<file path="src/rtl/comefa_pkg.sv">
////////////////////////////////////////
// shared widths, opcodes and packed
// structs of the CiM CFU command front end
////////////////////////////////////////

package comefa_pkg;

  ////////////////////////////////////////
  // CRAM geometry
  ////////////////////////////////////////

  // word address inside one bank
  localparam int CRAM_AWIDTH = 9;
  localparam int CRAM_DEPTH = 512;
  // bank field above the word address, up to four banks
  localparam int BANK_BITS = 2;

  // one CRAM word, 32 data bits plus 8 extra bits in transposed order
  typedef logic [39:0] cram_word_t;

  // one instruction RAM word
  typedef logic [31:0] instr_word_t;

  // bank in the top bits, word address below
  typedef logic [BANK_BITS+CRAM_AWIDTH-1:0] cram_full_addr_t;

  ////////////////////////////////////////
  // command decode
  ////////////////////////////////////////

  // funct3 values of the supported ops
  typedef enum logic [2:0] {
    OP_BYTE_ADD    = 3'd0,
    OP_INSTR_WRITE = 3'd3,
    OP_INSTR_READ  = 3'd4,
    OP_CRAM_WRITE  = 3'd5,
    OP_CRAM_READ   = 3'd6
  } cfu_op_e;

  // cpu command, function_id split as funct7 over funct3
  // funct3 stays plain so unsupported codes pass through
  typedef struct packed {
    logic [6:0]  funct7;
    logic [2:0]  funct3;
    logic [31:0] inputs_0;
    logic [31:0] inputs_1;
  } cfu_cmd_t;

  // op5 request from the command fsm
  typedef struct packed {
    logic            valid;
    logic            use_pointer;
    cram_full_addr_t addr;
    cram_word_t      data;
  } cram_wr_req_t;

  // one bank write, broadcast to all banks
  typedef struct packed {
    logic                   we;
    logic [BANK_BITS-1:0]   bank;
    logic [CRAM_AWIDTH-1:0] addr;
    cram_word_t             data;
  } cram_wr_t;

endpackage

</file>
<file path="src/rtl/cram_write_sequencer.sv">
////////////////////////////////////////
// op5 write path: address pointer and
// bank write decode for the CRAM array
////////////////////////////////////////

`timescale 1ns/1ps

module cram_write_sequencer #(
  parameter int NUM_BANKS = 4
) (
  input  logic                     clk,
  input  logic                     resetn,
  input  comefa_pkg::cram_wr_req_t req,
  output comefa_pkg::cram_wr_t     wr
);

  // next auto-increment address, full bank plus word
  comefa_pkg::cram_full_addr_t wr_ptr;
  // address the current request goes to
  comefa_pkg::cram_full_addr_t target;

  // registered bank write
  comefa_pkg::cram_wr_t wr_q;

  // explicit address or the running pointer
  assign target = req.use_pointer ? wr_ptr : req.addr;

  ////////////////////////////////////////
  // pointer and write register
  ////////////////////////////////////////

  always_ff @(posedge clk) begin
    if (!resetn) begin
      wr_ptr  <= '0;
      wr_q.we <= 1'b0;
    end else begin
      // one write per request, one cycle after the fsm registers it
      wr_q.we <= req.valid;
      if (req.valid) begin
        // full width increment, word 511 rolls into the next bank
        wr_ptr    <= target + comefa_pkg::cram_full_addr_t'(1);
        wr_q.bank <= target[comefa_pkg::CRAM_AWIDTH +: comefa_pkg::BANK_BITS];
        wr_q.addr <= target[comefa_pkg::CRAM_AWIDTH-1:0];
        wr_q.data <= req.data;
      end
    end
  end

  // broadcast to all banks, each bank decodes its own enable
  assign wr = wr_q;

  // cpu addresses and pointer runs must stay inside the fitted banks
  a_bank_in_range: assert property (
    @(posedge clk) disable iff (!resetn)
    wr.we |-> (int'(wr.bank) < NUM_BANKS)
  );

endmodule

</file>
<file path="config.mk">
export PLATFORM = sky130hd
export DESIGN_NAME = cram_write_sequencer
export DESIGN_NICKNAME = d
export VERILOG_FILES = /design/src/rtl/comefa_pkg.sv /design/src/rtl/cram_write_sequencer.sv
export SDC_FILE = /design/constraint.sdc
export NUM_CORES = 1
export LEC_CHECK = 0
export BUFFER_PORTS_ARGS = -buffer_cell sky130_fd_sc_hd__buf_2
export CAP_MARGIN = 20
export CORE_UTILIZATION = 45
export DETAILED_ROUTE_END_ITERATION = 8
export PLACE_DENSITY = 0.77
export REMOVE_ABC_BUFFERS = 1
export SYNTH_ARGS = -nofsm -noshare
export SYNTH_HDL_FRONTEND = slang
export SYNTH_SLANG_ARGS = --single-unit
</file>
<file path="constraint.sdc">
create_clock -name clk -period 6.4 [get_ports clk]
set_input_delay 1.28 -clock clk [delete_from_list [all_inputs] [get_ports clk]]
set_output_delay 1.28 -clock clk [all_outputs]
set_load 0.01 [all_outputs]
</file>
## Word-level counts from Yosys, hierarchy flattened

Cells that the tools add are included.

| word-level totals | value |
|---|---|
| register bits | 63 |
| output and inout bits | 52 |

| operators by class | value |
|---|---|
| add/sub/neg operators | 1 |
| multiplexer cells | 1 |
| reductions and logical operators | 1 |

Operators by type and width:

| cell | number |
|---|---|
| $add 11x1->11 const B | 1 |
| $mux 11 | 1 |
| $reduce_and 2->1 | 1 |

## Logic depth before layout (Yosys ltp)

| logic depth | value |
|---|---|
| depth after elaboration | 2 |
| mapped depth | 8 |
| gate-level depth less buffers | 5 |

## Worst setup path before layout

No wires, ideal clock.

| timing | value |
|---|---|
| path type | input -> register |
| start point | input port resetn |
| end point | register wr_ptr[10] |
| setup time | 0.062 ns |
| arrival | 3.101 ns |
| required time | 6.338 ns |
| setup slack | 3.237 ns |
| cell stages on the path | 6 |
| buffers on the path | 1 |
| path through | buf_2 nand2_1 inv_1 nand2_1 a31o_2 nand3_1 |

RTL lines:

| what | RTL line | RTL |
|---|---|---|
| from (decl) | cram_write_sequencer.sv:12 | `input logic resetn,` |
| to (signal assigned) | cram_write_sequencer.sv:41 | `wr_ptr <= target + comefa_pkg::cram_full_addr_t'(1);` |
| to (decl) | cram_write_sequencer.sv:18 | `comefa_pkg::cram_full_addr_t wr_ptr;` |

## Worst setup path in the final report

| timing | value |
|---|---|
| start point | input port req[51] (netlist name) |
| end point | register wr_ptr[8] |

| between the ends | value |
|---|---|
| cells in the longest elaborated chain, start to end | 2 |

Ends and longest elaborated chain:

| what | RTL line | RTL |
|---|---|---|
| from (decl) | cram_write_sequencer.sv:13 | `input comefa_pkg::cram_wr_req_t req,` |
| $mux 11 | cram_write_sequencer.sv:26 | `assign target = req.use_pointer ? wr_ptr : req.addr;` |
| net target[0] | cram_write_sequencer.sv:20 | `comefa_pkg::cram_full_addr_t target;` |
| $add 11x1->11 | cram_write_sequencer.sv:41 |  |

The timed path passes the listed nets, and every way through them passes these cells.
A chain may end at the register's enable or synchronous reset.

==> results.cfg <==
[outcome]
outcome = finished clean

[sta]
setup_viol = 0
worst_slew_pin_slew_ns = 0.361
maxSlewViolCount = 0
timing.setup.tns_ns = 0
fin_crit_sh = 0.396
final_hold_viol_count = 0
skew_ns = 0.00384
slew_headroom = 0.759
timing.hold.ws_ns = 0.498
rsz0062_at_grt = false
layout_setup_ws_ns = 3.86
max_freq_mhz = 394
fin_crit_ns = 2.54

[layout]
nets = 312
final_util = 0.620
n_antenna_cell = 0
post-route-cell-area_sq_um = 3150
fillers = 405
seq_area_sq_um = 1770
finalNonFillerCells = 331
drive_above_1_share = 0.536
multiInputGateArea_sq_um = 533
synthToLayoutAreaGrowth_pct = 33.1

[critical_path]
worstRegToRegCells = 4
path_class = in -> reg
timing.rr.start = wr_ptr[0]
r2r_slack_ns = 4.93
cp-start-kind = primary input
critPathMaxFanout = 19
worstPathRequired_ns = 6.61
crit_arrival_ns = 2.75
end_kind = register
r2r_end = wr_ptr[8]

[grt]
grt_use_total = 0.159
grt_pass1_wl_mm = 6.31
grt_overflow = 0
grt_max_degree = 56
grt_pass1_vias = 1412
antenna_found_initial = 0

[floorplan]
die_w_um = 74.5
ios = 107
start_util = 0.466
rows = 26
die_h_um = 74.5
core_sq_um = 5070
die_area_sq_um = 5550

[min_path]
hold_depth = 2
hp-class = reg -> reg
hold_start = wr_ptr[9]
min_to = wr_ptr[9]

[routing]
wl_per_cell_um = 13.6
routed_wl_mm = 4.51
first_pass_iters = 4
ant_nets = 0
drtIter0Drc = 45
vias = 1581
viasPerCell = 4.78
drcViolationCount = 0

[placement]
place_area_sq_um = 2940
dp.cells = 314
io_buffers = 106
place_ws_ns = 3.27
place.gp.congestion = 0.771
dpl.hpwl_mm = 3.22

[cts]
cts_resized = 0
cts-buffers-inserted = 9
clock_latency_ns = 0.32
holdBufCountCts = 0
htreeDepth = 3
cts_sinks = 63
clockRootBuffer = clkbuf_8
cts_tree = done
post_cts_buffers = 0
clk_pin_slew_ns = 0.07
clockBufferDepth = 2

[flow_run]
cap_violations = 0

[pwr]
finalPower_uw = 889
power.leakage_nw = 1.32
p_per_area_nw_per_um2 = 283
peakVddDrop_v = 0.000133

[synthesis]
syn-instance-count = 143
postSynth.asyncResetShare = 0
yosys_most_used_dff = edfxtp_1
synth_cell_types = 36
synth_warnings = 0
ys_ff_latch = 63
seq_area_frac_synth = 0.749
synth_edf_count = 51
avgSynthCellArea_sq_um = 16.5
netlist_area_sq_um = 2360
cells by family after synthesis:
family	synth area share
and+or+nand+nor	0.0958
AOI/OAI and AO/OA	0.0466
xor gates and xnor gates	0.0111
DFF	0.749
buffers and inverters	0.0254
muxes	0.0667
adders and majority gates	0.00529
metal layers:
metal  GRT usage  part of all wire  up-vias
met5           0                 0        -
met4      0.0881            0.0098        0
met3      0.0474             0.081        6
met2       0.257              0.48       76
met1       0.190              0.43      722
li1            -                 -      777
worst max-delay path: stages:
cell and delay [ns]:
buf_2 0.31, mux2_2 0.41, ha_1 0.25, and2_4 0.18
a311o_1 0.31
layout by cell type, fill, tap and decap left out, drive strengths merged, types with 2 or more instances in the layout:
cell      n
nand4b    2
clkbuf   10
edfxtp   51
a21oi     2
nand2     9
nor2      7
mux2     11
a31o      2
mux2i     3
buf     107
and2      3
nand3     5
nand4     4
dfxtp    12
clkinv    4
nand3b    7
xor2      2
inv       4
sequential cells by signal, indices dropped and copies added, names as in the netlist:
| register | cells |
|---|---|
| wr_ptr | 11 |
| wr | 52 |
Yosys cell counts, drive strengths merged (2+ instances only):
library cell   n  area (sq um)
inv            4          15.0
buf            3          27.5
nand4          4          25.0
edfxtp        51          1530
dfxtp         12           240
a21oi          2          10.0
xor2           2          17.5
clkbuf         2          17.5
nand2          9          36.3
mux2i          3          30.0
nand3          5          25.0
nand3b         7          52.6
nand4b         2          17.5
a31o           2          17.5
mux2          11           128
and2           3          21.3
nor2           7          26.3
worst max-delay path by stage:
stage	startpoint	end	slack, ns
2_1_floorplan	resetn	wr_ptr[10]	3.41
3_3_place_gp	req[52]	wr_ptr[6]	3.33
3_5_place_dp	req[52]	wr_ptr[10]	3.27
4_1_cts	req[52]	wr_ptr[10]	3.61
5_1_grt	req[51]	wr_ptr[8]	3.80
6_report	req[51]	wr_ptr[8]	3.86
report_power, final:
group / total (mW) / internal, mW / switching [mW]
sequential: 0.479 / 0.472 / 0.00769
clock: 0.323 / 0.178 / 0.145
combinational: 0.0866 / 0.0401 / 0.0465
total: 0.889 / 0.690 / 0.199
cell type report:
cell class / count / share of cell area
Timing Repair Buffer: 107 / 0.175
Clock buffer: 10 / 0.0406
Multi-Input combinational cell: 71 / 0.169
Clock inverter: 6 / 0.0195
Sequential cell: 63 / 0.563
Tap cell: 70 / 0.0278
Inverter: 4 / 0.00477
No activity file was read; power rests on OpenSTA's default activity.
