## src/rtl/comefa_pkg.sv

```systemverilog
////////////////////////////////////////
// shared widths, opcodes and packed
// structs of the CiM CFU command front end
////////////////////////////////////////

package comefa_pkg;

  ////////////////////////////////////////
  // CRAM geometry
  ////////////////////////////////////////

  // word address inside one bank
  localparam int CRAM_AWIDTH = 9;
  localparam int CRAM_DEPTH = 512;
  // bank field above the word address, up to four banks
  localparam int BANK_BITS = 2;

  // one CRAM word, 32 data bits plus 8 extra bits in transposed order
  typedef logic [39:0] cram_word_t;

  // one instruction RAM word
  typedef logic [31:0] instr_word_t;

  // bank in the top bits, word address below
  typedef logic [BANK_BITS+CRAM_AWIDTH-1:0] cram_full_addr_t;

  ////////////////////////////////////////
  // command decode
  ////////////////////////////////////////

  // funct3 values of the supported ops
  typedef enum logic [2:0] {
    OP_BYTE_ADD    = 3'd0,
    OP_INSTR_WRITE = 3'd3,
    OP_INSTR_READ  = 3'd4,
    OP_CRAM_WRITE  = 3'd5,
    OP_CRAM_READ   = 3'd6
  } cfu_op_e;

  // cpu command, function_id split as funct7 over funct3
  // funct3 stays plain so unsupported codes pass through
  typedef struct packed {
    logic [6:0]  funct7;
    logic [2:0]  funct3;
    logic [31:0] inputs_0;
    logic [31:0] inputs_1;
  } cfu_cmd_t;

  // op5 request from the command fsm
  typedef struct packed {
    logic            valid;
    logic            use_pointer;
    cram_full_addr_t addr;
    cram_word_t      data;
  } cram_wr_req_t;

  // one bank write, broadcast to all banks
  typedef struct packed {
    logic                   we;
    logic [BANK_BITS-1:0]   bank;
    logic [CRAM_AWIDTH-1:0] addr;
    cram_word_t             data;
  } cram_wr_t;

endpackage

```

## src/rtl/cram_read_select.sv

```systemverilog
////////////////////////////////////////
// op6 read path: bank select, bit reversal
// and output register of CRAM read data
////////////////////////////////////////

`timescale 1ns/1ps

module cram_read_select #(
  parameter int NUM_BANKS = 4
) (
  input  logic                            clk,
  input  logic [comefa_pkg::BANK_BITS-1:0] rd_bank,
  input  comefa_pkg::cram_word_t          bank_data [NUM_BANKS],
  output logic [31:0]                     rd_word
);

  localparam int WORD_BITS = $bits(comefa_pkg::cram_word_t);

  // bank field delayed to match the RAM read latency
  logic [comefa_pkg::BANK_BITS-1:0] bank_q;
  // selected bank word, still in stored bit order
  comefa_pkg::cram_word_t sel_word;
  // word back in cpu bit order
  comefa_pkg::cram_word_t rev_word;

  always_ff @(posedge clk) begin
    bank_q <= rd_bank;
  end

  ////////////////////////////////////////
  // select and un-transpose
  ////////////////////////////////////////

  // unfitted banks read as zero
  always_comb begin
    sel_word = '0;
    for (int b = 0; b < NUM_BANKS; b++) begin
      if (int'(bank_q) == b) begin
        sel_word = bank_data[b];
      end
    end
  end

  // reverse all 40 bits, inputs_0 lands in the low 32
  always_comb begin
    for (int i = 0; i < WORD_BITS; i++) begin
      rev_word[i] = sel_word[WORD_BITS-1-i];
    end
  end

  // extra register stage, top 8 bits dropped
  always_ff @(posedge clk) begin
    rd_word <= rev_word[31:0];
  end

endmodule

```

## config.mk

```make
export PLATFORM = sky130hd
export DESIGN_NAME = cram_read_select
export DESIGN_NICKNAME = d
export VERILOG_FILES = /design/src/rtl/comefa_pkg.sv /design/src/rtl/cram_read_select.sv
export SDC_FILE = /design/constraint.sdc
export NUM_CORES = 1
export LEC_CHECK = 0
export BUFFER_PORTS_ARGS = -buffer_cell sky130_fd_sc_hd__buf_2
export CAP_MARGIN = 0
export CELL_PAD_IN_SITES_DETAIL_PLACEMENT = 2
export CELL_PAD_IN_SITES_GLOBAL_PLACEMENT = 2
export CORE_UTILIZATION = 15
export DETAILED_ROUTE_END_ITERATION = 6
export GPL_TIMING_DRIVEN = 0
export PLACE_DENSITY = 0.8
export SLEW_MARGIN = 20
export SYNTH_ARGS = -nofsm -noshare
export SYNTH_HDL_FRONTEND = slang
export SYNTH_SLANG_ARGS = --single-unit
```

## constraint.sdc

```tcl
create_clock -name clk -period 1.2 [get_ports clk]
set_clock_uncertainty 0.1 [all_clocks]
set_input_delay 0.06 -clock clk [delete_from_list [all_inputs] [get_ports clk]]
set_output_delay 0.06 -clock clk [all_outputs]
set_load 0.02 [all_outputs]
```

==> impl_metrics.json, run 1 <==
{
  "async_flop_share_pct": 0,
  "rows": 36,
  "lastStage": "clock tree synthesis (4_1_cts)",
  "synth_area_um2": 1500,
  "place.port_buffers": 162,
  "toolErrorMsg": "[ERROR RSZ-0060] Max buffer count reached.",
  "synth_seq_cells": 34,
  "dominantRegCellSynth": "dfxtp_1",
  "synth.area.top_cells": "dfxtp_1 (46%), mux4_2 (45%), buf_12 (4.0%)",
  "clockBufferDepth": 2,
  "place.gp.congestion": 0.666,
  "yosysUniqueCellTypes": 6,
  "placed_area_um2": 2470,
  "ios": 195,
  "h-tree-depth": 2,
  "synthTopCellsByCount": "dfxtp_1 (34), mux4_2 (30), buf_12 (3), buf_2 (3), mux4_1 (2)",
  "yosys_warnings": 0,
  "cts_setup_buffers": 2,
  "die_h_um": 102,
  "yosysSeqAreaShare_pct": 45.5,
  "postCtsResizedCells": 2,
  "dpl.cell_count": 368,
  "cts_sinks": 34,
  "synth_top_area_share_pct": 45.5,
  "avgSynthCellArea_um2": 20.5,
  "place_hpwl_um": 5010,
  "numCtsBuffers": 5,
  "yosysTopAreaCell": "dfxtp_1",
  "synth_most_common_cell": "dfxtp_1",
  "die_w_um": 102,
  "ctsHoldBuffers": 101,
  "clock-root-buffer": "clkbuf_8",
  "start_util_pct": 15.4,
  "synth_edf_count": 0,
  "netlist_instances": 73,
  "pre_cts_slack_ns": -0.170,
  "status": "aborted with a tool error",
  "syn_nets": 236
}
==> through the flow <==
| step | utilization, % | hold slack (ns) |
|---|---|---|
| floorplan | - | -0.0123 |
| global placement | 25.4 | 0.0644 |
| detailed placement | 25.4 | 0.0649 |
==> cells by family after synthesis <==
kind of cell | share of synthesized area (%)
muxes | 48.7
buffers and inverters | 5.77
DFF | 45.5
==> run 2: changes to the inputs <==
CELL_PAD_IN_SITES_DETAIL_PLACEMENT = default   (was 2)
CELL_PAD_IN_SITES_GLOBAL_PLACEMENT = default   (was 2)
CORE_AREA = 2 2 75 77   (was default)
CORE_UTILIZATION = default   (was 15)
DIE_AREA = 0 0 77 79   (was default)
PLACE_DENSITY = default   (was 0.8)
PLACE_DENSITY_LB_ADDON = 0.15   (was default)
clock period = 1.6 ns   (was 1.2 ns; I/O delays follow)
==> run 2 against run 1 <==
Effect of this change: the run now ends clean; synthesized area unchanged; synthesized cell count unchanged.
==> impl_metrics.json, run 2 <==
{
  "status": "completed",
  "synth_area_um2": 1500,
  "track_usage_pct": 15.0,
  "placed_area_um2": 2400,
  "via_per_inst": 4.39,
  "regMostFlops": "rd_word",
  "design.die.area_um2": 6080,
  "crit_path_max_incr_delay_ns": 0.51,
  "cp.depth": 3,
  "final_hold_viol_count": 0,
  "start_util_pct": 28.0,
  "finish.utilization_pct": 53.1,
  "postCtsResizedCells": 0,
  "clock-root-buffer": "clkbuf_8",
  "synth_xor_area_share_pct": 0,
  "pwr_density_cell_nw_per_um2": 762,
  "nFillCells": 488,
  "maxSlewViolCount": 0,
  "pre_cts_slack_ns": 0.244,
  "clock_latency_ns": 0.28,
  "critPathBufInv": 2,
  "numCtsBuffers": 5,
  "synth_top_family_by_area": "multiplexers",
  "yosys-mux-area-fraction_pct": 48.7,
  "worst_pin_slew_ns": 0.267,
  "p_leak_uw": 0.00137,
  "ctsHoldBuffers": 29,
  "clockBufferDepth": 2,
  "r2r_slack_ns": 0.24,
  "drcViolationCount": 0,
  "ant_nets": 0,
  "start_kind": "flop",
  "critPathSlowestCell": "mux4_2",
  "crit_required_ns": 1.65,
  "synth_compound_area_share_pct": 0,
  "cp-end-kind": "flop",
  "rsz0062_at_grt": "false",
  "setup_viol": 0,
  "drive_gt1_share_pct": 73.4,
  "cp.arrival_ns": 1.41,
  "drt_iter0_markers": 17,
  "yosysTopAreaCell": "dfxtp_1",
  "grt_pass1_wl_um": 6980,
  "overflow": 0,
  "wl_per_cell_um": 13.3,
  "dominantRegCellSynth": "dfxtp_1",
  "largest_reg_flops": 32,
  "first_global_vias": 1556,
  "drv_cap": 0,
  "first_pass_iters": 5,
  "ios": 195,
  "async_flop_share_pct": 0,
  "place.gp.congestion": 0.664,
  "avgSynthCellArea_um2": 20.5,
  "final_cell_mix": "buf_2 (165), dlygate4sd3_1 (36), dfxtp_1 (34)",
  "synth-adder-area-share_pct": 0,
  "period_share_pct": 84.9,
  "cp_max_fo": 10,
  "core_um2": 5340,
  "synthTopCellsByCount": "dfxtp_1 (34), mux4_2 (30), buf_12 (3), buf_2 (3), mux4_1 (2)",
  "syn_nets": 236,
  "finalWorstSetupSlack_ns": 0.241,
  "synth_top_area_share_pct": 45.5,
  "synth_seq_cells": 34,
  "peakVddDrop_uv": 396,
  "grt_max_degree": 11,
  "wl_um": 4660,
  "area_growth_pct": 89.5,
  "min_path_type": "primary input to flop",
  "synth_most_common_cell": "dfxtp_1",
  "synth_edf_count": 0,
  "die_h_um": 79,
  "min_period_ns": 1.36,
  "final_common_cell": "buf_2",
  "die_w_um": 77,
  "crit_type": "flop to flop",
  "antenna_found_initial": 0,
  "clk_pin_slew_worst_paths_ns": 0.07,
  "h-tree-depth": 2,
  "crit_end": "rd_word[6]",
  "fmax_ghz": 0.736,
  "yosysUniqueCellTypes": 6,
  "worstPathCellList": "buf_6 > buf_12 > mux4_2",
  "synth.area.top_cells": "dfxtp_1 (46%), mux4_2 (45%), buf_12 (4.0%)",
  "cp-startpoint": "bank_q[0]",
  "cts_tree": "done",
  "reg2reg_to": "rd_word[6]",
  "r2r_cells": 3,
  "place_hpwl_um": 3510,
  "antenna_cells": 0,
  "fin_setup_tns_ns": 0,
  "final_nets": 441,
  "vias": 1536,
  "cts_setup_buffers": 0,
  "largest_registers": "rd_word: 32 flops, bank_q: 2 flops",
  "yosysSeqAreaShare_pct": 45.5,
  "cts_sinks": 34,
  "place.port_buffers": 162,
  "cp_top_family": "multiplexers",
  "r2r-start": "bank_q[0]",
  "relSlewSlack_pct": 82.2,
  "yosys.area_share.simple_pct": 0,
  "final_cell_area_um2": 2830,
  "netlist_instances": 73,
  "yosys_warnings": 0,
  "rows": 27
}
## run 2: cell counts after synthesis
No cell type changed its count.
## run 2: worst min-delay path by stage
stage	startpoint	to	depth (start not counted)
3_3_place_gp	rd_bank[0]	bank_q[0]	1
3_5_place_dp	rd_bank[0]	bank_q[0]	1
4_1_cts	bank_data[149]	rd_word[10]	2
6_report	bank_data[151]	rd_word[8]	2
5_1_grt	bank_data[149]	rd_word[10]	2
2_1_floorplan	rd_bank[0]	bank_q[0]	0
## run 2: metrics by stage
| stage | hold WS (ns) | total power, µW | cells |
|---|---|---|---|
| CTS | 0.000360 | 2180 | 343 |
| global placement | 0.0839 | 1520 | 307 |
| global route | 0.000217 | 2280 | 350 |
| finish | 0.00623 | 2160 | 350 |
| detailed placement | 0.0837 | 1530 | 307 |
| floorplan | 0.00772 | 1280 | 73 |
## run 2: cell families (layout without fill, tap and decap cells)
logic type,count (synthesis),after routing
buf+inv,7,212
flops,34,34
mux,32,32
## run 2: area by class of cell
cell class,instances,area [µm²],share of cell area (%)
Multi-Input combinational cell,32,728,25.7
Clock buffer,7,76.3,2.69
Sequential cell,34,681,24.0
Tap cell,72,90.1,3.18
Timing Repair Buffer,198,1170,41.3
Buffer,7,86.3,3.05
## run 2: power breakdown
group | switching (µW) | internal (µW) | leakage (µW) | total [µW]
logic | 251 | 367 | 0.00105 | 618
registers | 20.5 | 935 | 0.000287 | 955
clock network | 285 | 299 | 0.0000383 | 584
total | 556 | 1600 | 0.00137 | 2160
## run 2: per-layer routing
metal  global-route usage (%)  vias up  wire, µm
li1                         -      718         -
met2                     28.7       95      2580
met3                     5.23        7       457
met1                     15.1      716      1520
met5                        0        -         0
met4                     5.54        0        93
Note: power is estimated with default switching activity, not from simulation.
==> run 3: changes to the inputs <==
clock period = 1.3 ns   (was 1.6 ns; I/O delays follow)
==> run 3 against run 2 <==
Effect of this change: the flow now stops in clock tree synthesis (4_1_cts); synthesized cell count unchanged; synthesized area did not move.
==> impl_metrics.json, run 3 <==
{
  "synth_most_common_cell": "dfxtp_1",
  "place_hpwl_um": 3510,
  "cts_sinks": 34,
  "place.port_buffers": 162,
  "synth.area.top_cells": "dfxtp_1 (46%), mux4_2 (45%), buf_12 (4.0%)",
  "cts_setup_buffers": 0,
  "synth_edf_count": 0,
  "ios": 195,
  "postCtsResizedCells": 1,
  "synth_top_area_share_pct": 45.5,
  "ctsHoldBuffers": 101,
  "clock-root-buffer": "clkbuf_8",
  "rows": 27,
  "die_w_um": 77,
  "syn_nets": 236,
  "yosysTopAreaCell": "dfxtp_1",
  "dominantRegCellSynth": "dfxtp_1",
  "synth_area_um2": 1500,
  "yosys_warnings": 0,
  "yosysSeqAreaShare_pct": 45.5,
  "dpl.cell_count": 307,
  "synthTopCellsByCount": "dfxtp_1 (34), mux4_2 (30), buf_12 (3), buf_2 (3), mux4_1 (2)",
  "placed_area_um2": 2400,
  "avgSynthCellArea_um2": 20.5,
  "place.gp.congestion": 0.664,
  "die_h_um": 79,
  "synth_seq_cells": 34,
  "clockBufferDepth": 2,
  "h-tree-depth": 2,
  "pre_cts_slack_ns": -0.0557,
  "status": "aborted with a tool error",
  "lastStage": "clock tree synthesis (4_1_cts)",
  "start_util_pct": 28.0,
  "netlist_instances": 73,
  "yosysUniqueCellTypes": 6,
  "async_flop_share_pct": 0,
  "numCtsBuffers": 5,
  "toolErrorMsg": "[ERROR RSZ-0060] Max buffer count reached."
}
## run 3: logic make-up after synthesis
family | after synthesis | synth area share [%]
buffers and inverters | 7 | 5.77
flip-flops | 34 | 45.5
multiplexers | 32 | 48.7
## run 3: stage by stage
step | hold slack (ns) | utilization [%]
floorplan | -0.00728 | -
global placement | 0.0689 | 44.9
detailed placement | 0.0687 | 44.9
