File: config.mk
export PLATFORM = sky130hd
export DESIGN_NAME = cfu_cmd_fsm
export DESIGN_NICKNAME = d
export VERILOG_FILES = /design/src/rtl/comefa_pkg.sv /design/src/rtl/cfu_cmd_fsm.sv
export SDC_FILE = /design/constraint.sdc
export NUM_CORES = 1
export LEC_CHECK = 0
export BUFFER_PORTS_ARGS = -buffer_cell sky130_fd_sc_hd__buf_2
export CELL_PAD_IN_SITES_DETAIL_PLACEMENT = 1
export CELL_PAD_IN_SITES_GLOBAL_PLACEMENT = 2
export CORE_UTILIZATION = 25
export CTS_CLUSTER_SIZE = 16
export DETAILED_ROUTE_END_ITERATION = 10
export GPL_TIMING_DRIVEN = 1
export PLACE_DENSITY = 0.76
export SYNTH_ARGS = -nofsm -noshare
export SYNTH_HDL_FRONTEND = slang
export SYNTH_SLANG_ARGS = --single-unit
File: constraint.sdc
create_clock -name clk -period 2.1 [get_ports clk]
set_clock_uncertainty 0.2 [all_clocks]
set_input_delay 0.105 -clock clk [delete_from_list [all_inputs] [get_ports clk]]
set_output_delay 0.105 -clock clk [all_outputs]
set_load 0.1 [all_outputs]
File: src/rtl/comefa_pkg.sv
////////////////////////////////////////
// shared widths, opcodes and packed
// structs of the CiM CFU command front end
////////////////////////////////////////

package comefa_pkg;

  ////////////////////////////////////////
  // CRAM geometry
  ////////////////////////////////////////

  // word address inside one bank
  localparam int CRAM_AWIDTH = 9;
  localparam int CRAM_DEPTH = 512;
  // bank field above the word address, up to four banks
  localparam int BANK_BITS = 2;

  // one CRAM word, 32 data bits plus 8 extra bits in transposed order
  typedef logic [39:0] cram_word_t;

  // one instruction RAM word
  typedef logic [31:0] instr_word_t;

  // bank in the top bits, word address below
  typedef logic [BANK_BITS+CRAM_AWIDTH-1:0] cram_full_addr_t;

  ////////////////////////////////////////
  // command decode
  ////////////////////////////////////////

  // funct3 values of the supported ops
  typedef enum logic [2:0] {
    OP_BYTE_ADD    = 3'd0,
    OP_INSTR_WRITE = 3'd3,
    OP_INSTR_READ  = 3'd4,
    OP_CRAM_WRITE  = 3'd5,
    OP_CRAM_READ   = 3'd6
  } cfu_op_e;

  // cpu command, function_id split as funct7 over funct3
  // funct3 stays plain so unsupported codes pass through
  typedef struct packed {
    logic [6:0]  funct7;
    logic [2:0]  funct3;
    logic [31:0] inputs_0;
    logic [31:0] inputs_1;
  } cfu_cmd_t;

  // op5 request from the command fsm
  typedef struct packed {
    logic            valid;
    logic            use_pointer;
    cram_full_addr_t addr;
    cram_word_t      data;
  } cram_wr_req_t;

  // one bank write, broadcast to all banks
  typedef struct packed {
    logic                   we;
    logic [BANK_BITS-1:0]   bank;
    logic [CRAM_AWIDTH-1:0] addr;
    cram_word_t             data;
  } cram_wr_t;

endpackage

File: src/rtl/cfu_cmd_fsm.sv
////////////////////////////////////////
// CFU command fsm: command capture,
// latency sequencing, byte add and
// response mux
////////////////////////////////////////

`timescale 1ns/1ps

module cfu_cmd_fsm (
  input  logic                                  clk,
  input  logic                                  resetn,
  input  logic                                  cmd_valid,
  input  comefa_pkg::cfu_cmd_t                  cmd,
  output logic                                  cmd_ready,
  output logic                                  rsp_valid,
  output logic [31:0]                           rsp_data,
  output comefa_pkg::cram_wr_req_t              cram_req,
  output comefa_pkg::cram_full_addr_t           read_addr,
  output logic                                  instr_we,
  output logic [comefa_pkg::CRAM_AWIDTH-1:0]    instr_addr,
  output comefa_pkg::instr_word_t               instr_wdata,
  input  comefa_pkg::instr_word_t               instr_rdata,
  input  logic [31:0]                           cram_rd_word
);

  // read ops pass through read_wait for the extra RAM stage
  typedef enum logic [1:0] {
    ST_IDLE,
    ST_READ_WAIT,
    ST_WAIT,
    ST_RESPOND
  } state_e;

  state_e state;

  // command held for the whole transaction
  comefa_pkg::cfu_cmd_t cmd_q;

  logic accept;
  logic is_read;
  comefa_pkg::cram_word_t packed_word;
  logic [8:0] byte_sum;
  logic [31:0] rsp_mux;

  assign accept = cmd_valid && cmd_ready;

  // op4 and op6 take one more cycle
  assign is_read = (cmd.funct3 == comefa_pkg::OP_INSTR_READ) ||
                   (cmd.funct3 == comefa_pkg::OP_CRAM_READ);

  ////////////////////////////////////////
  // handshake and latency fsm
  ////////////////////////////////////////

  always_ff @(posedge clk) begin
    if (!resetn) begin
      state     <= ST_IDLE;
      cmd_ready <= 1'b1;
      rsp_valid <= 1'b0;
    end else begin
      // rsp_ready is not looked at, response is a single pulse
      rsp_valid <= 1'b0;
      case (state)
        ST_IDLE: begin
          if (accept) begin
            cmd_ready <= 1'b0;
            state     <= is_read ? ST_READ_WAIT : ST_WAIT;
          end
        end
        ST_READ_WAIT: begin
          state <= ST_WAIT;
        end
        ST_WAIT: begin
          state <= ST_RESPOND;
        end
        ST_RESPOND: begin
          rsp_valid <= 1'b1;
          cmd_ready <= 1'b1;
          state     <= ST_IDLE;
        end
        default: begin
          state <= ST_IDLE;
        end
      endcase
    end
  end

  // capture on acceptance
  always_ff @(posedge clk) begin
    if (accept) begin
      cmd_q <= cmd;
    end
  end

  ////////////////////////////////////////
  // op5 request
  ////////////////////////////////////////

  // transpose into CRAM bit order
  // inputs_0 reversed on top, low byte of inputs_1 reversed below
  always_comb begin
    for (int i = 0; i < 32; i++) begin
      packed_word[8+i] = cmd.inputs_0[31-i];
    end
    for (int i = 0; i < 8; i++) begin
      packed_word[i] = cmd.inputs_1[7-i];
    end
  end

  // registered at acceptance, valid for one cycle
  always_ff @(posedge clk) begin
    if (!resetn) begin
      cram_req.valid <= 1'b0;
    end else begin
      cram_req.valid <= accept && (cmd.funct3 == comefa_pkg::OP_CRAM_WRITE);
      if (accept) begin
        // funct7 = 1 continues at the sequencer pointer
        cram_req.use_pointer <= (cmd.funct7 == 7'd1);
        cram_req.addr        <= cmd.inputs_1[18:8];
        cram_req.data        <= packed_word;
      end
    end
  end

  // op6 full read address, bank field plus word
  assign read_addr = cmd_q.inputs_0[10:0];

  ////////////////////////////////////////
  // instruction RAM, ops 3 and 4
  ////////////////////////////////////////

  // write lands one cycle after acceptance
  assign instr_we    = (state == ST_WAIT) && (cmd_q.funct3 == comefa_pkg::OP_INSTR_WRITE);
  assign instr_addr  = cmd_q.inputs_0[comefa_pkg::CRAM_AWIDTH-1:0];
  assign instr_wdata = cmd_q.inputs_1;

  ////////////////////////////////////////
  // response
  ////////////////////////////////////////

  // op0, unsigned sum of the low bytes
  assign byte_sum = {1'b0, cmd_q.inputs_0[7:0]} + {1'b0, cmd_q.inputs_1[7:0]};

  always_comb begin
    case (cmd_q.funct3)
      comefa_pkg::OP_BYTE_ADD:    rsp_mux = {23'd0, byte_sum};
      comefa_pkg::OP_INSTR_WRITE: rsp_mux = '1;
      comefa_pkg::OP_INSTR_READ:  rsp_mux = instr_rdata;
      comefa_pkg::OP_CRAM_WRITE:  rsp_mux = '1;
      comefa_pkg::OP_CRAM_READ:   rsp_mux = cram_rd_word;
      // unsupported ops answer zero
      default:                    rsp_mux = '0;
    endcase
  end

  always_ff @(posedge clk) begin
    if (state == ST_RESPOND) begin
      rsp_data <= rsp_mux;
    end
  end

  // idle never leaves the cpu without a handshake
  a_idle_handshake: assert property (
    @(posedge clk) disable iff (!resetn)
    (state == ST_IDLE) |-> (cmd_ready || rsp_valid)
  );

endmodule

; Word level (Yosys, flattened, before mapping)
; Cells that the tools add are included.
[word_totals]
reg_bits = 135
input_bits = 141
out_inout_bits = 140
word_cells = 41
[op_classes]
addsub = 1
n_eq_ne = 12
n_mux = 7
n_reduce_logical = 10
[op_table]
columns = op, n
row1 = case mux 32 bit (4 select lines), 1
row2 = == test 3 bit (second input constant), 6
row3 = adder 8 x 8 -> 9 bit, 1
row4 = case mux 2 bit (4 select lines), 1
row5 = == test 7 x 1 -> 1 bit (second input constant), 1
row6 = == test 2 bit (second input constant), 2
row7 = two-way mux 2 bit, 2
row8 = AND reduction 2 bit, 2
row9 = == test 3 x 2 -> 1 bit (second input constant), 1
row10 = logical AND 1 bit, 3
row11 = logical NOT 3 bit, 1
row12 = == test 2 x 1 -> 1 bit (second input constant), 1
row13 = logical NOT 2 bit, 1
row14 = two-way mux 1 bit, 2
row15 = != test 2 bit (second input constant), 1
row16 = case mux 1 bit (2 select lines), 1
row17 = nonzero test 2 bit, 1
row18 = OR reduction 2 bit, 1
row19 = logical OR 1 bit, 1

; Longest topological paths before layout
; Gate-level depths: netlist of run 1.
[logic_depth]
depth_word = 5
mapped_depth = 8
depth_no_buf = 8

; Worst setup path after synthesis of run 1
; No wires, ideal clock.
[synth_timing]
path_kind = reg2reg
startpoint = register cmd_ready
endpoint = register cram_req[0] (netlist bit) (enable)
setup_time_ns = 0.416
arrival_time_ns = 2.402
required_time_ns = 1.484
path_slack_ns = -0.918
stages_incl_launch_ff = 2
n_path_buf = 0
synth_period_minus_slack_ns = 3.018
path_cell_list = dfxtp_1 > and3_1
[synth_between]
elab_chain_cells = 2
[synth_lines]
columns = element, line
row1 = from (decl), cfu_cmd_fsm.sv:14  ; output logic cmd_ready,
row2 = from (signal assigned), cfu_cmd_fsm.sv:58  ; cmd_ready <= 1'b1;
row3 = from (signal assigned), cfu_cmd_fsm.sv:66  ; cmd_ready <= 1'b0;
row4 = from (signal assigned), cfu_cmd_fsm.sv:78  ; cmd_ready <= 1'b1;
row5 = logical AND 1 bit, cfu_cmd_fsm.sv:45  ; assign accept = cmd_valid && cmd_ready;
row6 = AND reduction 2 bit (no line), n/a
row7 = to (decl), cfu_cmd_fsm.sv:17  ; output comefa_pkg::cram_wr_req_t cram_req,
; Every way passes these cells.
; A chain may end at the register's enable or synchronous reset.

; Worst setup path in the final report of run 1
[layout_timing]
startpoint = register cmd_q, in the netlist instr_addr[0]
endpoint = register rsp_data[4] (data pin)
[layout_between]
elab_chain_cells = 2
[layout_lines]
columns = element, line
row1 = from (decl), cfu_cmd_fsm.sv:37  ; comefa_pkg::cfu_cmd_t cmd_q;
row2 = from (signal assigned), cfu_cmd_fsm.sv:91  ; cmd_q <= cmd;
row3 = adder 8 x 8 -> 9 bit, cfu_cmd_fsm.sv:142  ; assign byte_sum = {1'b0, cmd_q.inputs_0[7:0]} + {1'b0, cmd_q.inputs_1[7:0]};
row4 = case mux 32 bit (4 select lines), cfu_cmd_fsm.sv:145  ; case (cmd_q.funct3)
row5 = named net rsp_mux[4], cfu_cmd_fsm.sv:43  ; logic [31:0] rsp_mux;
row6 = to (signal assigned), cfu_cmd_fsm.sv:158  ; rsp_data <= rsp_mux;
row7 = to (decl), cfu_cmd_fsm.sv:16  ; output logic [31:0] rsp_data,
; The timed path passes the listed nets, and every way through them passes these cells.

==> results of run 1 <==
## power by group
part           switching, uW  internal [uW]  total (uW)
registers                102           3340        3440
logic                   2700            794        3500
clock network           1270           1790        3060
total                   4080           5920       10000
## layout make-up
cell class / instances / area (um^2)
clock buffers: 18 / 429
flip-flops and latches: 135 / 4010
repair buffers: 429 / 2890
fillers: 2478 / 13400
well taps: 285 / 357
clock inverters: 14 / 164
inverters: 35 / 135
multi-input cells: 200 / 1190
## flip-flops by register name, indices dropped and copies added (netlist names)
| name | count |
|---|---|
| cram_req | 53 |
| rsp_data | 32 |
| cmd_ready | 1 |
| instr_addr | 9 |
| rsp_valid | 1 |
| state | 2 |
| cmd_q | 3 |
| instr_wdata | 32 |
| read_addr | 2 |
## metal layers
layer | up-vias | GRT usage (%) | wire, um
met4 | 0 | 4.19 | 247
met2 | 202 | 27.9 | 9150
li1 | 2240 | - | -
met1 | 2205 | 17.4 | 7410
met5 | - | 0 | 0
met3 | 18 | 6.23 | 1510
## how the worst max path moves through the flow
| stage | start | end | slack (ns) | cells past startpoint |
|---|---|---|---|---|
| 5_1_grt | instr_wdata[2] | rsp_data[5] | -0.02 | 7 |
| 3_3_place_gp | instr_addr[0] | rsp_data[8] | 0.02 | 8 |
| 4_1_cts | instr_addr[0] | rsp_data[4] | 0.03 | 8 |
| 6_report | instr_addr[0] | rsp_data[4] | 0.09 | 8 |
| 3_5_place_dp | instr_addr[0] | rsp_data[4] | 0.002 | 8 |
| 2_1_floorplan | cmd_ready | cmd_q[64] | 0.11 | 2 |
## tightest hold or removal path, cell delays in order
cell and delay [ns]:
buf_2 0.09, inv_1 0.04, o21ai_0 0.09, nand2_1 0.08, nand2_1 0.05
## cell usage in the layout, fill, tap and decap left out, types with 3 or more instances in the layout
cell | netlist | final
buf_2 | 6 | 279
edfxtp_1 | 130 | 130
dlygate4sd3_1 | 0 | 127
nand2_1 | 81 | 81
inv_1 | 35 | 34
o21ai_0 | 25 | 24
buf_4 | 55 | 19
clkbuf_16 | 0 | 17
a21oi_1 | 12 | 12
o21ai_1 | 11 | 11
ha_1 | 12 | 9
inv_6 | 0 | 6
a31oi_1 | 5 | 5
dfxtp_1 | 5 | 4
buf_12 | 0 | 4
nor2b_1 | 5 | 3
nand3_1 | 3 | 3
nand3b_1 | 3 | 3
nor2_1 | 4 | 3
clkinvlp_4 | 0 | 3
## cell families after synthesis
family                     share of synthesized area, %
xor gates and xnor gates                          0.457
buffers and inverters                              10.7
AOI/OAI and AO/OA                                  7.36
adders and majority gates                          2.96
muxes                                             0.174
DFF                                                69.7
and+or+nand+nor                                    8.69
## stage by stage
| stage | power (uW) | instance area, um^2 | setup WS, ns | setup TNS [ns] | hold slack [ns] |
|---|---|---|---|---|---|
| finish | 10000 | 9170 | 0.0873 | 0 | 0.0118 |
| global route | 10400 | 9170 | -0.0234 | -0.0630 | 0.0223 |
| CTS | 10100 | 9110 | 0.0332 | 0 | 0.00624 |
| detailed placement | 6770 | 7250 | 0.00250 | 0 | 0.0835 |
| global placement | 6740 | 7250 | 0.0171 | 0 | 0.0809 |
| floorplan | 6200 | 5760 | 0.107 | 0 | -0.0331 |
## what timing repair did
action	4_1_cts	5_1_grt
hold endpoints to repair	134	0
gates resized for setup	2	10
hold buffers	127	0
pin swaps	0	2
setup buffers	0	1
setup endpoints to repair	2	9
## synth_stat cells, drive strengths merged (4+ instances only)
library cell	count	area, um^2
edfxtp	130	3900
nor2	4	15.0
ha	12	150
nor2b	5	31.3
o21ai	36	180
buf	65	473
nand2	81	304
a31oi	5	31.3
a21oi	13	68.8
dfxtp	5	100
inv	35	131
==> results.sh, run 1 <==
export IMPL_cp_slowest_stage_delay_ns=0.36
export IMPL_status="complete, no violations"
export IMPL_initial_utilization_pct=25.5
export IMPL_worstPathArrival_ns=1.96
export IMPL_cts_tree="done"
export IMPL_place_gp_congestion=0.724
export IMPL_clk_pin_slew_ns=0.07
export IMPL_numCtsBuffers=17
export IMPL_required_ns=2.04
export IMPL_postRouteAntennaNets=0
export IMPL_io_pins=281
export IMPL_dieWidth_um=154
export IMPL_worst_pin_slew_ns=0.537
export IMPL_rr_endpoint="rsp_data[4]"
export IMPL_fin_crit_sh_pct=95.8
export IMPL_worst_path_buf_inv=1
export IMPL_synth_edf_count=130
export IMPL_hold_viol=0
export IMPL_grt_setup_unrepaired="true"
export IMPL_power_density_nw_per_um2=1090
export IMPL_reg2regPathDepth=8
export IMPL_synth_distinct_cells=46
export IMPL_syn_nets=592
export IMPL_startpoint_type="register"
export IMPL_hold_path_cell_count=5
export IMPL_endpoint_kind="register"
export IMPL_core_um2=22600
export IMPL_avgViaCountPerCell=4.18
export IMPL_cts_htree_levels=4
export IMPL_antenna_found_initial=0
export IMPL_fin_util_pct=40.6
export IMPL_min_path_type="in2reg"
export IMPL_cp_slowest_cell="fa_2"
export IMPL_crit_family="adder cells"
export IMPL_ys_seq_elements=135
export IMPL_final_cells=1116
export IMPL_first_global_vias=5210
export IMPL_path_max_fanout=3
export IMPL_max_freq_ghz=0.497
export IMPL_r2r_setup_slack_ns=0.09
export IMPL_synth_async_reset_ratio_pct=0
export IMPL_clock_sinks=135
export IMPL_die_area_um2=23600
export IMPL_nets=972
export IMPL_die_y_um=154
export IMPL_ys_warn_count=0
export IMPL_path_cells="ha_2, inv_1, fa_2, nor2b_4, o21ai_0, nand2b_1, xnor2_1, o221ai_1"
export IMPL_drv_slew=0
export IMPL_dr_total_vias=4665
export IMPL_grt_pass1_wl_um=28200
export IMPL_crit_type="reg2reg"
export IMPL_clock_path_buffers=2
export IMPL_cap_violations=0
export IMPL_io_buffer_count=280
export IMPL_min_period_ns=2.01
export IMPL_num_rows=55
export IMPL_first_pass_iters=4
export IMPL_synthCells=438
export IMPL_peakVddDrop_mv=0.611
export IMPL_cts_root_buffer="clkbuf_16"
export IMPL_grt_overflow=0
export IMPL_hpwl_um=12200
export IMPL_dpl_cell_count=956
export IMPL_drt_iter0_markers=127
export IMPL_r2r_start="instr_addr[0]"
export IMPL_layout_drive_gt1_share_pct=42.1
export IMPL_relSlewSlack_pct=64.4
export IMPL_ys_flop_type="edfxtp_1"
export IMPL_wl_um=18300
export IMPL_clk_latency_ns=0.41
export IMPL_leakagePower_uw=0.00400
export IMPL_grt_max_degree=47
export IMPL_antenna_cells=0
export IMPL_synth_area_um2=5750
export IMPL_hold_path_end="rsp_data[19]"
export IMPL_setup_viol=0
export IMPL_avgSynthCellArea_um2=13.1
export IMPL_routedWlPerCell_um=16.4
export IMPL_gr_usage_all_layers_pct=15.7
export IMPL_drc_errors=0
export IMPL_hold_path_startpoint="instr_rdata[19]"
export IMPL_area_growth_synth_to_final_pct=59.6
export IMPL_ys_seq_area_share_pct=69.7
Note: power is estimated with default switching activity, not from simulation.
==> run 2: changes to the inputs <==
HOLD_SLACK_MARGIN = 0.12   (was default)
==> run 2 against run 1 <==
Compared with the run above: final area rose by 0.87%; register-to-register slack barely moved; power rose by 0.20%; non-clock buffer count rose by 8; setup slack barely moved; clock-buffer cell count did not move; first-iteration DRC count rose by 20%; via count rose by 1.3%; sequential cell count did not move; combinational power barely moved; critical path depth did not move; largest power group unchanged.
==> results.sh, run 2 (synthesis gave the netlist of run 1 again) <==
export IMPL_postRouteAntennaNets=0
export IMPL_first_global_vias=5318
export IMPL_antenna_found_initial=0
export IMPL_initial_utilization_pct=25.5
export IMPL_r2r_start="instr_addr[0]"
export IMPL_cts_root_buffer="clkbuf_16"
export IMPL_min_period_ns=2.01
export IMPL_drt_iter0_markers=152
export IMPL_grt_overflow=0
export IMPL_place_gp_congestion=0.724
export IMPL_first_pass_iters=4
export IMPL_max_freq_ghz=0.497
export IMPL_io_buffer_count=280
export IMPL_crit_type="reg2reg"
export IMPL_core_um2=22600
export IMPL_hpwl_um=12200
export IMPL_cts_htree_levels=4
export IMPL_path_cells="ha_2, inv_1, fa_2, nor2b_4, o21ai_0, nand2b_1, xnor2_1, o221ai_1"
export IMPL_r2r_setup_slack_ns=0.09
export IMPL_area_growth_synth_to_final_pct=61.0
export IMPL_relSlewSlack_pct=64.0
export IMPL_place_area_um2=7250
export IMPL_hold_path_startpoint="instr_rdata[8]"
export IMPL_dieWidth_um=154
export IMPL_status="complete, no violations"
export IMPL_path_max_fanout=3
export IMPL_finalPower_uw=10000
export IMPL_startpoint_type="register"
export IMPL_wl_um=18600
export IMPL_required_ns=2.04
export IMPL_clk_pin_slew_ns=0.06
export IMPL_worstPathArrival_ns=1.96
export IMPL_drc_errors=0
export IMPL_cap_violations=0
export IMPL_gr_usage_all_layers_pct=15.9
export IMPL_endpoint_kind="register"
export IMPL_die_area_um2=23600
export IMPL_nets=980
export IMPL_peakVddDrop_mv=0.609
export IMPL_power_density_nw_per_um2=1080
export IMPL_grt_setup_unrepaired="true"
export IMPL_rr_endpoint="rsp_data[4]"
export IMPL_layout_commonest_cell="buf_2"
export IMPL_numCtsBuffers=17
export IMPL_hold_viol=0
export IMPL_clock_path_buffers=2
export IMPL_fin_crit_sh_pct=95.8
export IMPL_min_path_type="in2reg"
export IMPL_avgViaCountPerCell=4.20
export IMPL_reg2regPathDepth=8
export IMPL_leakagePower_uw=0.00403
export IMPL_hold_path_end="rsp_data[8]"
export IMPL_grt_max_degree=47
export IMPL_die_y_um=154
export IMPL_cp_slowest_stage_delay_ns=0.36
export IMPL_largest_register="cram_req"
export IMPL_dr_total_vias=4725
export IMPL_setup_viol=0
export IMPL_cts_tree="done"
export IMPL_largest_register_ffs=53
export IMPL_antenna_cells=0
export IMPL_drv_slew=0
export IMPL_routedWlPerCell_um=16.5
export IMPL_io_pins=281
export IMPL_hold_path_cell_count=5
export IMPL_cp_slowest_cell="fa_2"
export IMPL_fill_cells=2476
export IMPL_layout_drive_gt1_share_pct=41.7
export IMPL_grt_pass1_wl_um=28400
export IMPL_final_cell_mix="buf_2, dlygate4sd3_1, edfxtp_1"
export IMPL_num_rows=55
export IMPL_worst_pin_slew_ns=0.543
export IMPL_fin_area_um2=9250
export IMPL_clock_sinks=135
export IMPL_clk_latency_ns=0.41
[run 2: changes by cell type in the layout (fill, tap and decap cells not counted)]
cell,change
dlygate4sd3_1,+8
[run 2: cell type report]
| class | instances | area (um^2) | share of cell area (%) |
|---|---|---|---|
| Inverter | 35 | 135 | 1.46 |
| Clock buffer | 18 | 429 | 4.64 |
| Tap cell | 285 | 357 | 3.85 |
| Multi-Input combinational cell | 200 | 1190 | 12.9 |
| Timing Repair Buffer | 437 | 2970 | 32.1 |
| Sequential cell | 135 | 4010 | 43.3 |
| Clock inverter | 14 | 164 | 1.77 |
[run 2: worst max-delay path by stage]
stage,start,endpoint,slack [ns],depth (start not counted)
after floorplan,cmd_ready,cmd_q[64],0.11,2
after global placement,instr_addr[0],rsp_data[8],0.02,8
after detailed placement,instr_addr[0],rsp_data[4],0.002,8
after CTS,instr_addr[0],rsp_data[4],0.03,8
after global routing,instr_wdata[2],rsp_data[5],-0.02,7
final,instr_addr[0],rsp_data[4],0.09,8
[run 2: per-stage QoR]
stage               hold WS, ns  TNS (ns)  cells  worst slack (ns)  util [%]
floorplan               -0.0331         0    438             0.107         -
global placement         0.0809         0    956            0.0171      32.1
global route              0.168   -0.0630   1124           -0.0234      41.0
detailed placement       0.0835         0    956           0.00250      32.1
finish                    0.140         0   1124            0.0873      41.0
CTS                       0.127         0   1123            0.0332      40.7
[run 2: power by group]
part / internal [uW] / switching (uW) / leakage, uW
Combinational: 804 / 2710 / 0.00249
Clock: 1790 / 1270 / 0.000287
Sequential: 3340 / 103 / 0.00126
[run 2: routing by layer]
metal / wire (um) / track usage [%]
met2: 9290 / 28.3
met3: 1550 / 6.48
met5: 0 / 0
met1: 7500 / 17.3
met4: 247 / 4.19
[run 2: repair_timing]
| action | CTS | global route |
|---|---|---|
| hold endpoints to repair | 150 | 0 |
| pin swaps | 0 | 2 |
| gates resized for setup | 2 | 10 |
| endpoints found under the setup margin | 2 | 9 |
| setup buffers | 0 | 1 |
| hold buffers | 135 | 0 |
[run 2: worst max-delay path, delay by kind of cell, from the launching register on]
family / cells / cell delay (ns)
adder cells (fa/ha/maj): 2 / 0.54
buffers and inverters: 1 / 0.05
flip-flops: 1 / 0.35
XOR/XNOR: 1 / 0.12
AND/OR/NAND/NOR: 2 / 0.27
AO/OA/AOI/OAI: 2 / 0.22
==> run 3: changes to the inputs <==
--- a/config.mk
+++ b/config.mk
@@ -15,3 +15,3 @@
 export HOLD_SLACK_MARGIN = 0.12
-export PLACE_DENSITY = 0.76
+export PLACE_DENSITY = 0.78
 export SYNTH_ARGS = -nofsm -noshare
--- a/constraint.sdc
+++ b/constraint.sdc
@@ -4,2 +4,2 @@
 set_output_delay 0.105 -clock clk [all_outputs]
-set_load 0.1 [all_outputs]
+set_load 0.01 [all_outputs]
==> run 3 against run 2 <==
Compared with the run above: non-clock buffer count down 4; register-to-register slack worse by 0.03 ns; clock power about the same; global-route usage down 0.30 points.
==> results.sh, run 3 (synthesis gave the netlist of run 1 again) <==
export IMPL_status="complete, no violations"
export IMPL_setup_viol=0
export IMPL_core_um2=22600
export IMPL_grt_max_degree=46
export IMPL_min_path_type="in2reg"
export IMPL_min_period_ns=2.04
export IMPL_power_switching_uw=2330
export IMPL_first_pass_iters=4
export IMPL_postRouteAntennaNets=0
export IMPL_grt_pass1_wl_um=27800
export IMPL_hold_viol=0
export IMPL_cts_htree_levels=4
export IMPL_antenna_found_initial=0
export IMPL_gr_usage_all_layers_pct=15.6
export IMPL_numCtsBuffers=17
export IMPL_wl_met1_um=7190
export IMPL_cts_root_buffer="clkbuf_16"
export IMPL_nets=976
export IMPL_worst_pin_slew_ns=0.528
export IMPL_num_rows=55
export IMPL_dieWidth_um=154
export IMPL_hpwl_um=12400
export IMPL_cts_tree="done"
export IMPL_die_y_um=154
export IMPL_final_cell_mix="buf_2, dlygate4sd3_1, edfxtp_1"
export IMPL_endpoint_kind="register"
export IMPL_io_buffer_count=280
export IMPL_clk_latency_ns=0.41
export IMPL_wl_um=18200
export IMPL_worstPathArrival_ns=1.98
export IMPL_p_int_uw=5900
export IMPL_peakVddDrop_mv=0.523
export IMPL_clock_sinks=135
export IMPL_place_area_um2=7200
export IMPL_initial_utilization_pct=25.5
export IMPL_clock_path_buffers=2
export IMPL_die_area_um2=23600
export IMPL_switching_share_pct=28.3
export IMPL_clk_pin_slew_ns=0.06
export IMPL_layout_commonest_cell="buf_2"
export IMPL_relSlewSlack_pct=64.6
export IMPL_leakagePower_uw=0.00401
export IMPL_seqPwrFrac_pct=41.9
export IMPL_io_pins=281
export IMPL_drc_errors=0
export IMPL_fin_crit_sh_pct=97.1
export IMPL_crit_type="reg2reg"
export IMPL_required_ns=2.04
export IMPL_grt_overflow=0
export IMPL_place_gp_congestion=0.753
export IMPL_r2r_setup_slack_ns=0.06
export IMPL_layout_drive_gt1_share_pct=41.2
export IMPL_startpoint_type="register"
export IMPL_avgViaCountPerCell=4.17
export IMPL_antenna_cells=0
export IMPL_met3RoutedLength_um=1520
export IMPL_grt_setup_unrepaired="true"
export IMPL_dr_total_vias=4675
export IMPL_largest_register="cram_req"
export IMPL_drv_slew=0
export IMPL_largest_register_ffs=53
export IMPL_path_max_fanout=3
export IMPL_met2WireLength_um=9250
export IMPL_power_density_nw_per_um2=898
export IMPL_drt_iter0_markers=157
export IMPL_hold_ws_ns=0.130
export IMPL_first_global_vias=5276
export IMPL_area_growth_synth_to_final_pct=59.4
export IMPL_routedWlPerCell_um=16.3
export IMPL_top_layer="met4"
export IMPL_pwr_share_comb_pct=21.2
export IMPL_max_freq_ghz=0.490
export IMPL_clockPowerShare_pct=36.9
export IMPL_cap_violations=0
export IMPL_fin_area_um2=9160
export IMPL_fill_cells=2489
-- run 3: what timing repair did --
| item | 4_1_cts | 5_1_grt |
|---|---|---|
| gates resized for setup | 3 | 5 |
| setup endpoints to repair | 2 | 7 |
| hold buffers | 132 | 0 |
| hold endpoints to repair | 142 | 0 |
| setup buffers | 0 | 1 |
| pin swaps | 0 | 2 |
-- run 3: path summary, 6_finish.rpt --
check | to | startpoint | cells after the start
min | rsp_data[5] | instr_rdata[5] | 5
max | rsp_data[4] | instr_wdata[0] | 8
min reg2reg | state[1] | state[1] | 2
max reg2reg | rsp_data[4] | instr_wdata[0] | 8
-- run 3: per-stage QoR --
step,instances,util (%),power (uW),setup TNS (ns),setup slack (ns)
after floorplan,438,-,4450,0,0.0994
after global placement,955,31.9,4990,0,0.0219
after detailed placement,955,31.9,5030,-0.0607,-0.0412
after CTS,1119,40.4,8320,0,0.0387
after global routing,1120,40.6,8630,-0.219,-0.105
final,1120,40.6,8230,0,0.0612
-- run 3: power by group through the flow --
stage	sequential, uW	clock, uW	combinational, uW
after CTS	3450	3130	1740
after global routing	3480	3230	1930
after floorplan	3570	0	887
after global placement	3480	0	1510
final	3450	3040	1740
after detailed placement	3500	0	1530
-- run 3: area by class of cell --
type	instances	area, um^2	share of cell area (%)
clock inverter	14	164	1.79
sequential	135	4000	43.7
clock buffer	18	429	4.69
multi-input combinational	200	1170	12.8
timing repair buffer	433	2910	31.7
inverter	35	131	1.43
tap	285	357	3.89
-- run 3: routing by layer --
metal,GRT usage (%),up-vias
met5,0,-
met4,5.29,0
met3,5.55,14
met2,28.4,202
met1,16.5,2204
li1,-,2255
-- run 3: critical path, stage by stage, from the launching register on --
cell	delay [ns]
edfxtp_1	0.35
ha_1	0.17
inv_1	0.05
fa_2	0.34
nor2b_2	0.18
o21ai_0	0.10
nand2b_1	0.11
xnor2_1	0.13
o221ai_1	0.14
